===== config.mk =====
export PLATFORM = sky130hd
export DESIGN_NAME = exact_divider
export DESIGN_NICKNAME = d
export VERILOG_FILES = /design/src/rtl/toom_pkg.sv /design/src/rtl/exact_divider.sv
export SDC_FILE = /design/constraint.sdc
export NUM_CORES = 1
export LEC_CHECK = 0
export ABC_AREA = 1
export BUFFER_PORTS_ARGS = -buffer_cell sky130_fd_sc_hd__buf_2
export CAP_MARGIN = 20
export CORE_MARGIN = 2
export CORE_UTILIZATION = 55
export DETAILED_ROUTE_END_ITERATION = 12
export PLACE_DENSITY_LB_ADDON = 0.08
export SETUP_SLACK_MARGIN = 0.4
export SLEW_MARGIN = 20
export SYNTH_ARGS = -nofsm -noshare
export SYNTH_HDL_FRONTEND = slang
export SYNTH_SLANG_ARGS = --single-unit
export TNS_END_PERCENT = 30

===== constraint.sdc =====
create_clock -name clk -period 5.3 [get_ports clk]
set_input_delay 0.53 -clock clk [delete_from_list [all_inputs] [get_ports clk]]
set_output_delay 0.53 -clock clk [all_outputs]
set_load 0.02 [all_outputs]

===== src/rtl/toom_pkg.sv =====
package toom_pkg;

    // operand split into four limbs
    localparam int limb_width = 71;
    localparam int num_limbs = 4;

    // evaluated operands grow by up to degree 3, one spare bit
    localparam int op_width = 75;
    localparam int prod_width = 2 * op_width - 1;
    localparam int result_width = 2 * num_limbs * limb_width;

    // seven evaluation points, seven coefficients
    localparam int num_points = 7;

    // karatsuba split of a multiplier operand
    localparam int half_width = (op_width + 1) / 2;

    // exact divider
    localparam int divisor_degree = 4;
    localparam int div_count_width = $clog2(prod_width);

    typedef logic [limb_width-1:0] limb_t;
    typedef logic [op_width-1:0] op_t;
    typedef logic [prod_width-1:0] prod_t;
    typedef logic [result_width-1:0] result_t;

    typedef enum logic [4:0] {
        st_idle,
        st_eval_0, st_cap_0,
        st_eval_1, st_cap_1,
        st_eval_2, st_cap_2,
        st_eval_3, st_cap_3,
        st_interp_1, st_interp_2, st_interp_3, st_interp_4,
        st_interp_5, st_interp_6, st_interp_7,
        st_wait_div0_a, st_wait_div1_a,
        st_wait_div0_b, st_wait_div1_b,
        st_recombine,
        st_finished
    } seq_state_t;

endpackage


===== src/rtl/exact_divider.sv =====
`timescale 1ns/1ps

module exact_divider #(
    parameter logic [toom_pkg::divisor_degree:0] divisor = 5'b10011
) (
    input  logic            clk,
    input  logic            reset,
    input  logic            start,
    input  toom_pkg::prod_t dividend,
    output toom_pkg::prod_t quotient,
    output logic            done
);
    import toom_pkg::*;

    prod_t                      remainder;
    prod_t                      divisor_top;
    logic                       lead;
    logic                       busy;
    logic [div_count_width-1:0] count;

    // divisor lined up under the top coefficient
    assign divisor_top = prod_t'(divisor) << (prod_width - 1 - divisor_degree);
    assign lead = remainder[prod_width-1];

    always_ff @(posedge clk) begin
        if (reset) begin
            busy  <= 1'b0;
            done  <= 1'b0;
            count <= '0;
        end else if (start) begin
            busy  <= 1'b1;
            done  <= 1'b0;
            count <= '0;
        end else if (busy) begin
            count <= count + 1'b1;
            if (count == div_count_width'(prod_width - 1)) begin
                busy <= 1'b0;
                done <= 1'b1;
            end
        end
    end

    // one quotient bit per step; the last divisor_degree cycles only pad the latency
    always_ff @(posedge clk) begin
        if (start) begin
            remainder <= dividend;
            quotient  <= '0;
        end else if (busy && count < div_count_width'(prod_width - divisor_degree)) begin
            remainder <= (remainder ^ (lead ? divisor_top : '0)) << 1;
            quotient  <= {quotient[prod_width-2:0], lead};
        end
    end

endmodule


======== Word level (Yosys, flattened, before mapping) ========
Index checks and enable logic that the tools add are counted.
operators by class
  bitwise operators ....................... 1
  shift-type cells ........................ 0
  divide/modulo/power cells ............... 0
  magnitude comparators ................... 1
  $add $sub $neg .......................... 1
  $mul .................................... 0
  reductions and logical operators ........ 4
  mux-type cells .......................... 6
  equality and inequality tests ........... 1
operator list
  cell                                                            count
  149-bit 2-to-1 mux                                              2
  148-bit XOR                                                     1
  146-bit 2-to-1 mux                                              1
  8-bit by 1-bit adder with 8-bit output (second input constant)  1
  8-bit equality test (second input constant)                     1
  8-bit less-than comparator (second input constant)              1
  1-bit 2-to-1 mux                                                3
  2-bit AND reduction                                             1
  2-bit nonzero test                                              1
  2-bit OR reduction                                              1
  1-bit logical AND                                               1
word-level totals
  memories kept ........................... 0
  input bits .............................. 152
  ROM bits ................................ 0
  word-level logic and storage cells ...... 19
  bits in writable memories ............... 0
  output and inout bits ................... 150
  register bits ........................... 308
  bits in latches ......................... 0

======== Longest topological paths before layout ========
  word-level depth ........................ 4
  depth in mapped cells ................... 9
  depth with buffers taken out ............ 7

======== Least setup slack after synthesis ========
OpenSTA, ideal clock, no wires.
  path type ............................... input to register
  start point ............................. input start
  end point ............................... register remainder[0] (enable)
  buffers on the path ..................... 3
  setup slack ............................. 0.341 ns
  setup time .............................. 1.247 ns
  arrival ................................. 3.712 ns
  stages on the path ...................... 5
  data required time ...................... 4.053 ns
  cells stage by stage .................... buf_2 -> inv_2 -> buf_2 -> clkbuf_1 -> nand2_1
between the ends
  longest elaborated chain between the ends .. 1
RTL lines
  element                              line                 text
  start: declaration                   exact_divider.sv:8   input logic start,
  2-bit nonzero test (no source line)  --
  end signal: assignment               exact_divider.sv:46  remainder <= dividend;
  end signal: assignment               exact_divider.sv:49  remainder <= (remainder ^ (lead ? divisor_top : '0)) << 1;
  end: declaration                     exact_divider.sv:15  prod_t remainder;
No other way between the ends.
A chain may end at the register's enable or synchronous reset.

======== Final worst setup path ========
  start point ............................. register count[0]
  end point ............................... register quotient[110]
between the ends
  longest elaborated chain between the ends .. 2
RTL lines
  element                     line                 text
  start: declaration          exact_divider.sv:19  logic [div_count_width-1:0] count;
  start signal: assignment    exact_divider.sv:35  count <= count + 1'b1;
  8-bit less-than comparator  exact_divider.sv:48  end else if (busy && count < div_count_width'(prod_width - divisor_degree)) begin
  1-bit logical AND           exact_divider.sv:48
  end signal: assignment      exact_divider.sv:50  quotient <= {quotient[prod_width-2:0], lead};
  end: declaration            exact_divider.sv:10  output toom_pkg::prod_t quotient,
No other way between the ends.

==> reports/qor.csv <==
stage,metric,value,unit
detailed_routing,drt drc,0,
sta,final setup fails,0,
worst_setup_path,"Slowest-stage cell, CP",buf_16,
die,core area,0.0244,mm²
sta,Final Hold Fails,0,
logic_synthesis,post-synth cell types,20,
die,Starting Density,56.0,%
worst_setup_path,critical path required time,5.73,ns
power,maximum vdd ir drop,0.237,mV
worst_setup_path,Startpoint Class,flip-flop,
layout,area occupied by multi-input gates,0.00479,mm²
layout,Layout Area Growth over Synthesis,17.5,%
logic_synthesis,#FFs+latches synth,308,
worst_setup_path,Worst Path Arrival,3.13,ns
global_route,total grt overflow,0,
layout,layout cells sized above 1,21.9,%
detailed_routing,DR pass1 iterations,5,
logic_synthesis,largest family of logic cells by synthesized area,simple AND/OR/NAND/NOR gates,
worst_setup_path,CP bufs+invs,3,
sta,Worst Tran Pin Value,1.09,ns
sta,Tmin final,2.69,ns
logic_synthesis,Synth Area in XOR/XNOR,0.128,%
clocking,H-tree depth,1,
sta,RSZ-0062 raised after global routing,no,
clocking,hold buffers post-CTS,0,
sta,max-slew violation count,0,
die,Die X,162,µm
layout,filler cell count,2172,
logic_synthesis,Adder-Cell Fraction of Synth Area,0.275,%
power,Final Total Pwr,5.64,mW
outcome,status,completed,
global_route,largest net degree at the start of global routing,247,
worst_setup_path,"CP delay by family, top",buffers and inverters,
clocking,post_cts resized,0,
logic_synthesis,post-synthesis cell count,1676,
sta,Layout Skew,0.00964,ns
layout,Post-Layout Inst Area,0.0161,mm²
worst_setup_path,delay of the slowest critical-path stage,0.56,ns
clocking,CTS buffer count,31,
die,# IOs,302,
power,power share of the clock group,36.6,%
placed_design,Placer Congestion,0.778,
logic_synthesis,register area share after synthesis,56.0,%
die,DIE AREA,0.0261,mm²
clocking,CTS Sinks,308,
power,sequential power share,50.3,%
logic_synthesis,Syn Area/Cell,8.16,µm²
worst_setup_path,crit-path most repeated cell,nand3_1,
layout,antenna fix cells,0,
logic_synthesis,post-synthesis cell area,0.0137,mm²
power,P_leak,7.78,nW
layout,most frequent cells in the layout,"606 x nand2_1, 300 x buf_2, 161 x inv_1",
logic_synthesis,synth warn,0,
worst_setup_path,Worst setup EP type,flip-flop,
power,Cell Pwr Density,351,mW/mm²
logic_synthesis,area share of and/or/nand/nor cells after synthesis,26.7,%
logic_synthesis,Mapped Nets,1831,
sta,Fin Setup TNS,0,ns
sta,Tcrit/Tclk final,50.8,%
power,Sw Share,25.7,%
clocking,Worst-path clk slew,0.06,ns
sta,relative slew slack,27.6,%
detailed_routing,vias,11000,
worst_hold_path,worst min-delay path category,primary input to flip-flop,
power,P_sw,1.45,mW
worst_setup_path,WS Path Type,flip-flop to flip-flop,
placed_design,DP Area,0.0151,mm²
run,max-cap violation count,0,
detailed_routing,WL/cell,12.9,µm
logic_synthesis,mux contribution to synthesized area,0,%
die,cell row count,57,
die,die height,162,µm
clocking,clock latency on the worst-skew pair,0.54,ns
power,Int Power,4.19,mW
global_route,GRT Util Overall,21.2,%
placed_design,port bufs,301,
clocking,CTS tree,yes,
clocking,CTS root buf,clkbuf_16,
detailed_routing,Vias/cell,4.90,
placed_design,detailed placer's ending HPWL,17700,µm
layout,"commonest non-fill, non-tap cell in the layout",nand2_1,
worst_setup_path,critical path cell sequence,"inv_1, ha_1, nand3_1, nand2_4, buf_12, buf_16, nand3_1, nand2_1, nor2_1",
sta,Max Freq,0.371,GHz
clocking,postcts setup bufs,0,
clocking,CTS Buffer Depth,3,
power,Gate power share,13.1,%
logic_synthesis,Synth Area in Compound Gates,7.73,%
layout,Reg area,0.00766,mm²
layout,nets@finish,2058,
worst_setup_path,crit path max fanout,172,
detailed_routing,final wirelength,29100,µm
global_route,initial antenna violation count,2,
global_route,first-pass GRT wire length,46400,µm
global_route,vias in the first global route,9599,
detailed_routing,Iter 0 DRT Violations,919,
detailed_routing,Detail Route Antenna Nets,0,
## cell usage after synthesis (all sizes together)
master | instances | share of area, %
o21bai | 1 | 0.055
a21oi | 158 | 7.5
xnor2 | 2 | 0.13
nand3 | 152 | 5.6
ha | 3 | 0.27
edfxtp | 149 | 33
buf | 77 | 3.6
nor2 | 158 | 4.4
nand2 | 608 | 17
nor3 | 2 | 0.073
o21ai | 6 | 0.22
clkbuf | 38 | 1.0
dfxtp | 159 | 23
inv | 163 | 4.5
## layout make-up
class,count,share of cell area [%]
inverters,163,3.85
clock buffers,51,5.77
multi-input cells,1090,29.8
flip-flops and latches,308,47.7
repair buffers,309,10.2
well taps,324,2.52
clock inverters,5,0.171
## kinds of logic after synthesis
logic type,count (synthesis)
adder cells (fa/ha/maj),3
AO/OA/AOI/OAI,165
XOR/XNOR,2
flip-flops,308
buffers and inverters,278
AND/OR/NAND/NOR,920
## power groups by stage
stage / registers, mW / logic [mW] / clock network, mW
after floorplan: 2.98 / 0.409 / 0
after global placement: 2.88 / 0.721 / 0
after detailed placement: 2.89 / 0.737 / 0
after CTS: 2.84 / 0.739 / 2.10
after global routing: 2.86 / 0.833 / 2.20
final: 2.84 / 0.736 / 2.07
## worst paths after layout
| check | slack [ns] | startpoint | cells past startpoint | to |
|---|---|---|---|---|
| worst max-delay path | 2.61 | count[0] | 9 | quotient[110] |
| worst min-delay path | 0.15 | reset | 2 | busy |
| worst max register to register | 2.61 | count[0] | 9 | quotient[110] |
| worst min register to register | 0.46 | done | 2 | done |
## per-stage QoR
stage / util [%] / setup slack [ns] / hold WS, ns / std cells
finish: 65.9 / 2.61 / 0.154 / 2250
global route: 65.9 / 2.31 / 0.145 / 2250
CTS: 65.6 / 2.58 / 0.129 / 2248
detailed placement: 61.7 / 2.43 / 0.446 / 2192
global placement: 61.7 / 2.43 / 0.437 / 2192
floorplan: - / 1.85 / 0.455 / 1676
## per-layer routing
metal	global-route usage, %	part of all wire, %
met1	31.5	46
met2	32.8	45
met3	3.68	7.7
met4	4.87	1.7
met5	0	0.072
## state kept, by name (all words and copies together), names as in the netlist
register   count
done           1
count          8
remainder    149
busy           1
quotient     149
Note: power is estimated with default switching activity, not from simulation.
