===== src/rtl/toom_pkg.sv =====
package toom_pkg;

    // operand split into four limbs
    localparam int limb_width = 71;
    localparam int num_limbs = 4;

    // evaluated operands grow by up to degree 3, one spare bit
    localparam int op_width = 75;
    localparam int prod_width = 2 * op_width - 1;
    localparam int result_width = 2 * num_limbs * limb_width;

    // seven evaluation points, seven coefficients
    localparam int num_points = 7;

    // karatsuba split of a multiplier operand
    localparam int half_width = (op_width + 1) / 2;

    // exact divider
    localparam int divisor_degree = 4;
    localparam int div_count_width = $clog2(prod_width);

    typedef logic [limb_width-1:0] limb_t;
    typedef logic [op_width-1:0] op_t;
    typedef logic [prod_width-1:0] prod_t;
    typedef logic [result_width-1:0] result_t;

    typedef enum logic [4:0] {
        st_idle,
        st_eval_0, st_cap_0,
        st_eval_1, st_cap_1,
        st_eval_2, st_cap_2,
        st_eval_3, st_cap_3,
        st_interp_1, st_interp_2, st_interp_3, st_interp_4,
        st_interp_5, st_interp_6, st_interp_7,
        st_wait_div0_a, st_wait_div1_a,
        st_wait_div0_b, st_wait_div1_b,
        st_recombine,
        st_finished
    } seq_state_t;

endpackage


===== src/rtl/clmul_ks.sv =====
`timescale 1ns/1ps

module clmul_ks (
    input  toom_pkg::op_t   a,
    input  toom_pkg::op_t   b,
    output toom_pkg::prod_t p
);
    import toom_pkg::*;

    // schoolbook carry-less product of two half-width polynomials
    function automatic logic [2*half_width-2:0] clmul_half(
        input logic [half_width-1:0] x,
        input logic [half_width-1:0] y
    );
        logic [2*half_width-2:0] acc;
        acc = '0;
        for (int i = 0; i < half_width; i++) begin
            if (y[i]) begin
                acc = acc ^ ({{(half_width - 1){1'b0}}, x} << i);
            end
        end
        return acc;
    endfunction

    logic [half_width-1:0] a_lo;
    logic [half_width-1:0] a_hi;
    logic [half_width-1:0] b_lo;
    logic [half_width-1:0] b_hi;

    logic [2*half_width-2:0] z_lo;
    logic [2*half_width-2:0] z_hi;
    logic [2*half_width-2:0] z_mid;
    logic [2*half_width-2:0] middle;

    assign a_lo = a[half_width-1:0];
    assign b_lo = b[half_width-1:0];

    // upper halves are one bit narrower
    assign a_hi = {{(2 * half_width - op_width){1'b0}}, a[op_width-1:half_width]};
    assign b_hi = {{(2 * half_width - op_width){1'b0}}, b[op_width-1:half_width]};

    assign z_lo = clmul_half(a_lo, b_lo);
    assign z_hi = clmul_half(a_hi, b_hi);
    assign z_mid = clmul_half(a_lo ^ a_hi, b_lo ^ b_hi);

    // karatsuba middle term, no carries in GF(2)
    assign middle = z_mid ^ z_lo ^ z_hi;

    // top bits of the shifted high product are always zero
    assign p = prod_t'(z_lo)
             ^ (prod_t'(middle) << half_width)
             ^ (prod_t'(z_hi) << (2 * half_width));

endmodule


===== config.mk =====
export PLATFORM = sky130hd
export DESIGN_NAME = clmul_ks
export DESIGN_NICKNAME = d
export VERILOG_FILES = /design/src/rtl/toom_pkg.sv /design/src/rtl/clmul_ks.sv
export SDC_FILE = /design/constraint.sdc
export NUM_CORES = 2
export LEC_CHECK = 0
export BUFFER_PORTS_ARGS = -buffer_cell sky130_fd_sc_hd__buf_4
export CELL_PAD_IN_SITES_DETAIL_PLACEMENT = 0
export CELL_PAD_IN_SITES_GLOBAL_PLACEMENT = 2
export CORE_ASPECT_RATIO = 0.9
export CORE_UTILIZATION = 37
export DETAILED_ROUTE_END_ITERATION = 8
export PLACE_DENSITY = 0.85
export SYNTH_ARGS = -nofsm -noshare
export SYNTH_HDL_FRONTEND = slang
export SYNTH_SLANG_ARGS = --single-unit

===== constraint.sdc =====
create_clock -name vclk -period 2.53
set_input_delay 0.253 -clock vclk [all_inputs]
set_output_delay 0.253 -clock vclk [all_outputs]
set_load 0.01 [all_outputs]

Word-level counts from Yosys, hierarchy flattened
Cells that the tools add are included.

operators by class
  mux-type cells = 113
  bitwise logic cells = 116

operator list
  kind                                             count
  75-bit two-way mux                               110
  75-bit bitwise XOR                               4
  75-bit by 40-bit bitwise XOR with 75-bit output  3
  75-bit by 41-bit bitwise XOR with 75-bit output  3
  75-bit by 42-bit bitwise XOR with 75-bit output  3
  75-bit by 43-bit bitwise XOR with 75-bit output  3
  75-bit by 44-bit bitwise XOR with 75-bit output  3
  75-bit by 45-bit bitwise XOR with 75-bit output  3
  75-bit by 46-bit bitwise XOR with 75-bit output  3
  75-bit by 47-bit bitwise XOR with 75-bit output  3
  75-bit by 48-bit bitwise XOR with 75-bit output  3
  75-bit by 49-bit bitwise XOR with 75-bit output  3
  75-bit by 50-bit bitwise XOR with 75-bit output  3
  75-bit by 51-bit bitwise XOR with 75-bit output  3
  75-bit by 52-bit bitwise XOR with 75-bit output  3
  75-bit by 53-bit bitwise XOR with 75-bit output  3
  75-bit by 54-bit bitwise XOR with 75-bit output  3
  75-bit by 55-bit bitwise XOR with 75-bit output  3
  75-bit by 56-bit bitwise XOR with 75-bit output  3
  75-bit by 57-bit bitwise XOR with 75-bit output  3
  75-bit by 58-bit bitwise XOR with 75-bit output  3
  75-bit by 59-bit bitwise XOR with 75-bit output  3
  75-bit by 60-bit bitwise XOR with 75-bit output  3
  75-bit by 61-bit bitwise XOR with 75-bit output  3
  21 further kinds                                 49

storage, ports and cells
  word-level logic and storage cells = 229
  output and inout bits = 149
  bits in registers = 0

Longest topological paths before layout
  word-level depth = 80
  gate-level depth with buffers = 11
  depth with buffers taken out = 8

Worst setup path after synthesis
OpenSTA, ideal clock, no wires.

  path type = input to output
  start = input port b[54]
  end = output port p[84]
  required time = 2.277 ns
  arrival = 2.119 ns
  stages on the path = 10
  path buffers = 2
  slack = 0.158 ns
  cell sequence = buf_4 > buf_6 > nand2_1 > xnor2_1 > xnor2_1 > xnor2_1 > xnor2_1 > xnor2_1 > xnor3_1 > xnor2_1

on the way
  longest elaborated chain between the ends = 48

RTL lines
  what                                               RTL line        RTL
  start: declaration                                 clmul_ks.sv:5   input toom_pkg::op_t b,
  38-bit by 37-bit bitwise XOR with 38-bit output    clmul_ks.sv:44  assign z_mid = clmul_half(a_lo ^ a_hi, b_lo ^ b_hi);
  75-bit two-way mux                                 clmul_ks.sv:18  if (y[i]) begin
  75-bit by 55-bit bitwise XOR with 75-bit output    clmul_ks.sv:19  acc = acc ^ ({{(half_width - 1){1'b0}}, x} << i);
  75-bit two-way mux                                 clmul_ks.sv:18
  75-bit by 56-bit bitwise XOR with 75-bit output    clmul_ks.sv:19
  75-bit two-way mux                                 clmul_ks.sv:18
  75-bit by 57-bit bitwise XOR with 75-bit output    clmul_ks.sv:19
  75-bit two-way mux                                 clmul_ks.sv:18
  [31 not listed]                                    -
  75-bit two-way mux                                 clmul_ks.sv:18
  75-bit by 74-bit bitwise XOR with 75-bit output    clmul_ks.sv:19
  75-bit two-way mux                                 clmul_ks.sv:18
  75-bit bitwise XOR                                 clmul_ks.sv:19
  75-bit two-way mux                                 clmul_ks.sv:18
  75-bit bitwise XOR (2 in a row)                    clmul_ks.sv:47  assign middle = z_mid ^ z_lo ^ z_hi;
  75-bit by 113-bit bitwise XOR with 113-bit output  clmul_ks.sv:51  ^ (prod_t'(middle) << half_width)
  149-bit bitwise XOR (*)                            clmul_ks.sv:52  ^ (prod_t'(z_hi) << (2 * half_width));
  end: declaration                                   clmul_ks.sv:6   output toom_pkg::prod_t p

Every way passes the cells marked *; elsewhere a longest branch is shown, timed or not.

Worst setup path after layout
  start = input port b[14]
  end = output port p[62]

on the way
  longest elaborated chain between the ends = 52

RTL lines
  what                                                   RTL line
  38-bit by 37-bit bitwise XOR with 38-bit output        clmul_ks.sv:44
  75-bit two-way mux                                     clmul_ks.sv:18
  75-bit by 53-bit bitwise XOR with 75-bit output        clmul_ks.sv:19
  75-bit two-way mux                                     clmul_ks.sv:18
  75-bit by 54-bit bitwise XOR with 75-bit output        clmul_ks.sv:19
  75-bit two-way mux                                     clmul_ks.sv:18
  75-bit by 55-bit bitwise XOR with 75-bit output        clmul_ks.sv:19
  75-bit two-way mux                                     clmul_ks.sv:18
  [35 not listed]                                        -
  75-bit two-way mux                                     clmul_ks.sv:18
  75-bit by 74-bit bitwise XOR with 75-bit output        clmul_ks.sv:19
  75-bit two-way mux                                     clmul_ks.sv:18
  75-bit bitwise XOR                                     clmul_ks.sv:19
  75-bit two-way mux                                     clmul_ks.sv:18
  75-bit bitwise XOR (2 in a row)                        clmul_ks.sv:47
  75-bit by 113-bit bitwise XOR with 113-bit output (*)  clmul_ks.sv:51
  149-bit bitwise XOR (*)                                clmul_ks.sv:52

Marks and branches as above.

==> qor.txt <==
total of hold buffers inserted after clock tree synthesis -> 0
failing checks -> negative setup slack
floorplan die area -> 0.165 sq mm
area added between synthesis and finish -> 51.5%
Routed Antenna Nets -> 0
worst slew pin tran -> 0.883 ns
VDD IR max -> 2.48 mV
Post-route DRC -> 0
Static Leak -> 0.0391 uW
worst path cell trace -> buf_8 > xnor2_4 > buf_12 > buf_6 > nor2_1 > xnor2_2 > xnor2_1 > xnor2_1 > xnor2_2 > xnor3_2 > xnor2_4 > buf_4 > buf_4
M2 GR Usage -> 63.5%
placed wire-length estimate -> 268000 microns
Setup Viol. Count Final -> 112
DR vias -> 73800
area occupied by multi-input gates -> 0.0594 sq mm
routability cong. -> 1.10
Final Hold Violating Endpoints -> 0
launch instance of the worst min-delay path -> b[0]
max-capacitance violation count -> 0
FF+latch area -> 0 sq um
status -> finished with violations
number of nets in the finished design -> 11300
Placed Cells incl. Taps -> 12800
Hold Crit Class -> primary input to primary output
crit path kind -> primary input to primary output
RSZ-0062 raised after global routing -> true
height of the chip -> 385 microns
beginning of the critical path -> b[14]
count of TritonRoute iterations in the first routing pass -> 8
met3 demand-to-capacity share in global routing -> 14.1%
share of the cycle needed by the critical path after routing -> 148%
Req. time, crit path -> 2.28 ns
Starting Density -> 37.3%
overflow left after global routing -> 0
fraction of layout cells with a size suffix above 1 -> 29.8%
met1 usage -> 54.2%
Netlist Area Pre-Place -> 0.0604 sq mm
drt initial violations -> 11400
wire length of the first global-routing pass -> 530000 microns
die width -> 428 microns
# fillers -> 14800
total global-route track usage -> 44.2%
most congested layer reported by global routing -> met2
Ys Warns -> 0
data arrival time of the critical path -> 3.49 ns
via count of the first global-routing pass -> 71700
maximum number of pins on one net before global-route repair -> 28
synthesized area divided by synthesized cell count -> 6.43 sq um
peak fanout along the critical path -> 12
antenna violations before repair -> 12
average via count per standard cell -> 5.55
fmax -> 267 MHz
sequential cell count of the final layout -> 0
number of max-slew violations in the final report -> 0
critical path's slowest cell -> xnor3_2
CP max stage delay -> 0.55 ns
Syn Nets -> 9547
Distinct cells, synth -> 18
share of the yosys chip area belonging to registers -> 0%
Post-Syn Instances -> 9397
clock buffer count -> 0
Routed WL -> 378000 microns
Hold WS -> 1.35 ns
power density normalized to cell area -> 1210 mW/mm^2
kind of capture point of the worst setup path -> primary output
number of buffers added on ports -> 299
count of boundary I/O pins -> 299
post-route setup slack -> -1.22 ns
core region area -> 0.162 sq mm
non-filler instance count after layout -> 13300
worst relative slew slack -> 40.8%
time the final worst path needs with I/O delays and setup -> 3.75 ns
average wire per standard cell -> 28.5 microns
number of cell rows -> 140
Setup crit start kind -> primary input
==> cells in the final DEF, fill, tap and decap left out <==
cell type | Yosys | routed
nor2b_4 | 0 | 2
buf_16 | 0 | 16
nand2_1 | 2807 | 2750
xnor2_4 | 0 | 101
xor2_4 | 0 | 2
nand2_4 | 0 | 18
xnor3_2 | 0 | 25
xnor2_2 | 38 | 290
buf_4 | 256 | 1638
buf_6 | 149 | 339
nand2_2 | 6 | 44
nand2_8 | 0 | 1
xor3_1 | 1 | 1
xnor2_1 | 3253 | 2900
and2_1 | 2 | 2
diode_2 | 0 | 7
xor2_1 | 893 | 858
buf_12 | 0 | 518
buf_8 | 1 | 123
nor2_1 | 1358 | 1218
nor2_2 | 10 | 93
nor2b_1 | 65 | 61
nor2_4 | 0 | 57
nand2b_1 | 9 | 9
xor2_2 | 0 | 33
nor2b_2 | 0 | 2
clkbuf_16 | 0 | 2
xnor3_1 | 53 | 28
bufbuf_16 | 0 | 20
==> worst paths after layout <==
check | to | depth (start not counted)
setup / recovery | p[62] | 13
hold / removal | p[0] | 5
==> critical path: cells and delay by family <==
kind,cells,cell delay [ns]
XOR/XNOR,7,2.28
buffers and inverters,5,0.84
AND/OR/NAND/NOR,1,0.09
==> layout make-up <==
type | count | share of cell area (%)
timing repair buffer | 2656 | 32.2
tap | 2130 | 2.91
antenna | 7 | 0.0191
multi-input combinational | 8495 | 64.9
==> per-layer routing <==
| layer | vias to the layer above | part of all wire [%] |
|---|---|---|
| li1 | 31000 | - |
| met1 | 34500 | 36 |
| met2 | 6314 | 39 |
| met3 | 1976 | 15 |
| met4 | 12 | 10 |
| met5 | - | 0.020 |
==> per-stage QoR <==
stage	area (sq um)	total power (uW)	setup WS, ns	setup TNS (ns)	utilization, %
floorplan	60400	41000	0.158	0	-
global placement	78800	88800	-1.47	-73.33	48.7
detailed placement	78800	88900	-1.40	-73.53	48.7
CTS	89600	105000	-0.773	-43.63	55.3
global route	91500	113000	-1.12	-65.80	56.5
finish	91500	111000	-1.22	-61.94	56.5
==> repair_timing <==
action	CTS	global route
setup endpoints to repair	114	112
pin swaps	749	385
gates cloned	22	2
gates resized for setup	1221	287
buffers inserted	450	74
==> cell usage after synthesis (2+ instances only) <==
cell type / count / share of area, %
clkbuf_1: 20 / 0.12
xnor2_2: 38 / 1.0
xnor3_1: 53 / 2.0
and2_1: 2 / 0.021
buf_4: 256 / 3.2
xor2_1: 893 / 13
nor2_1: 1358 / 8.4
buf_6: 149 / 2.8
nor2b_1: 65 / 0.67
nand2b_1: 9 / 0.093
nor2_2: 10 / 0.10
nand2_2: 6 / 0.062
xnor2_1: 3253 / 47
nand2_1: 2807 / 17
buf_2: 466 / 3.9
buf_1: 10 / 0.062
==> power by group <==
part           leakage [uW]  total (uW)  internal, uW  switching (uW)
Sequential                0           0             0               0
Clock          0.0000000444     0.00222       0.00222               0
Combinational        0.0391      111000         54700           56100
Total                0.0391      111000         54700           56100
==> logic make-up after synthesis <==
| logic type | after synthesis | share of synthesized area [%] |
|---|---|---|
| buf+inv | 902 | 10.0 |
| simple gates | 4257 | 26.8 |
| xor+xnor | 4238 | 63.1 |
(Power assumes the default switching activity.)
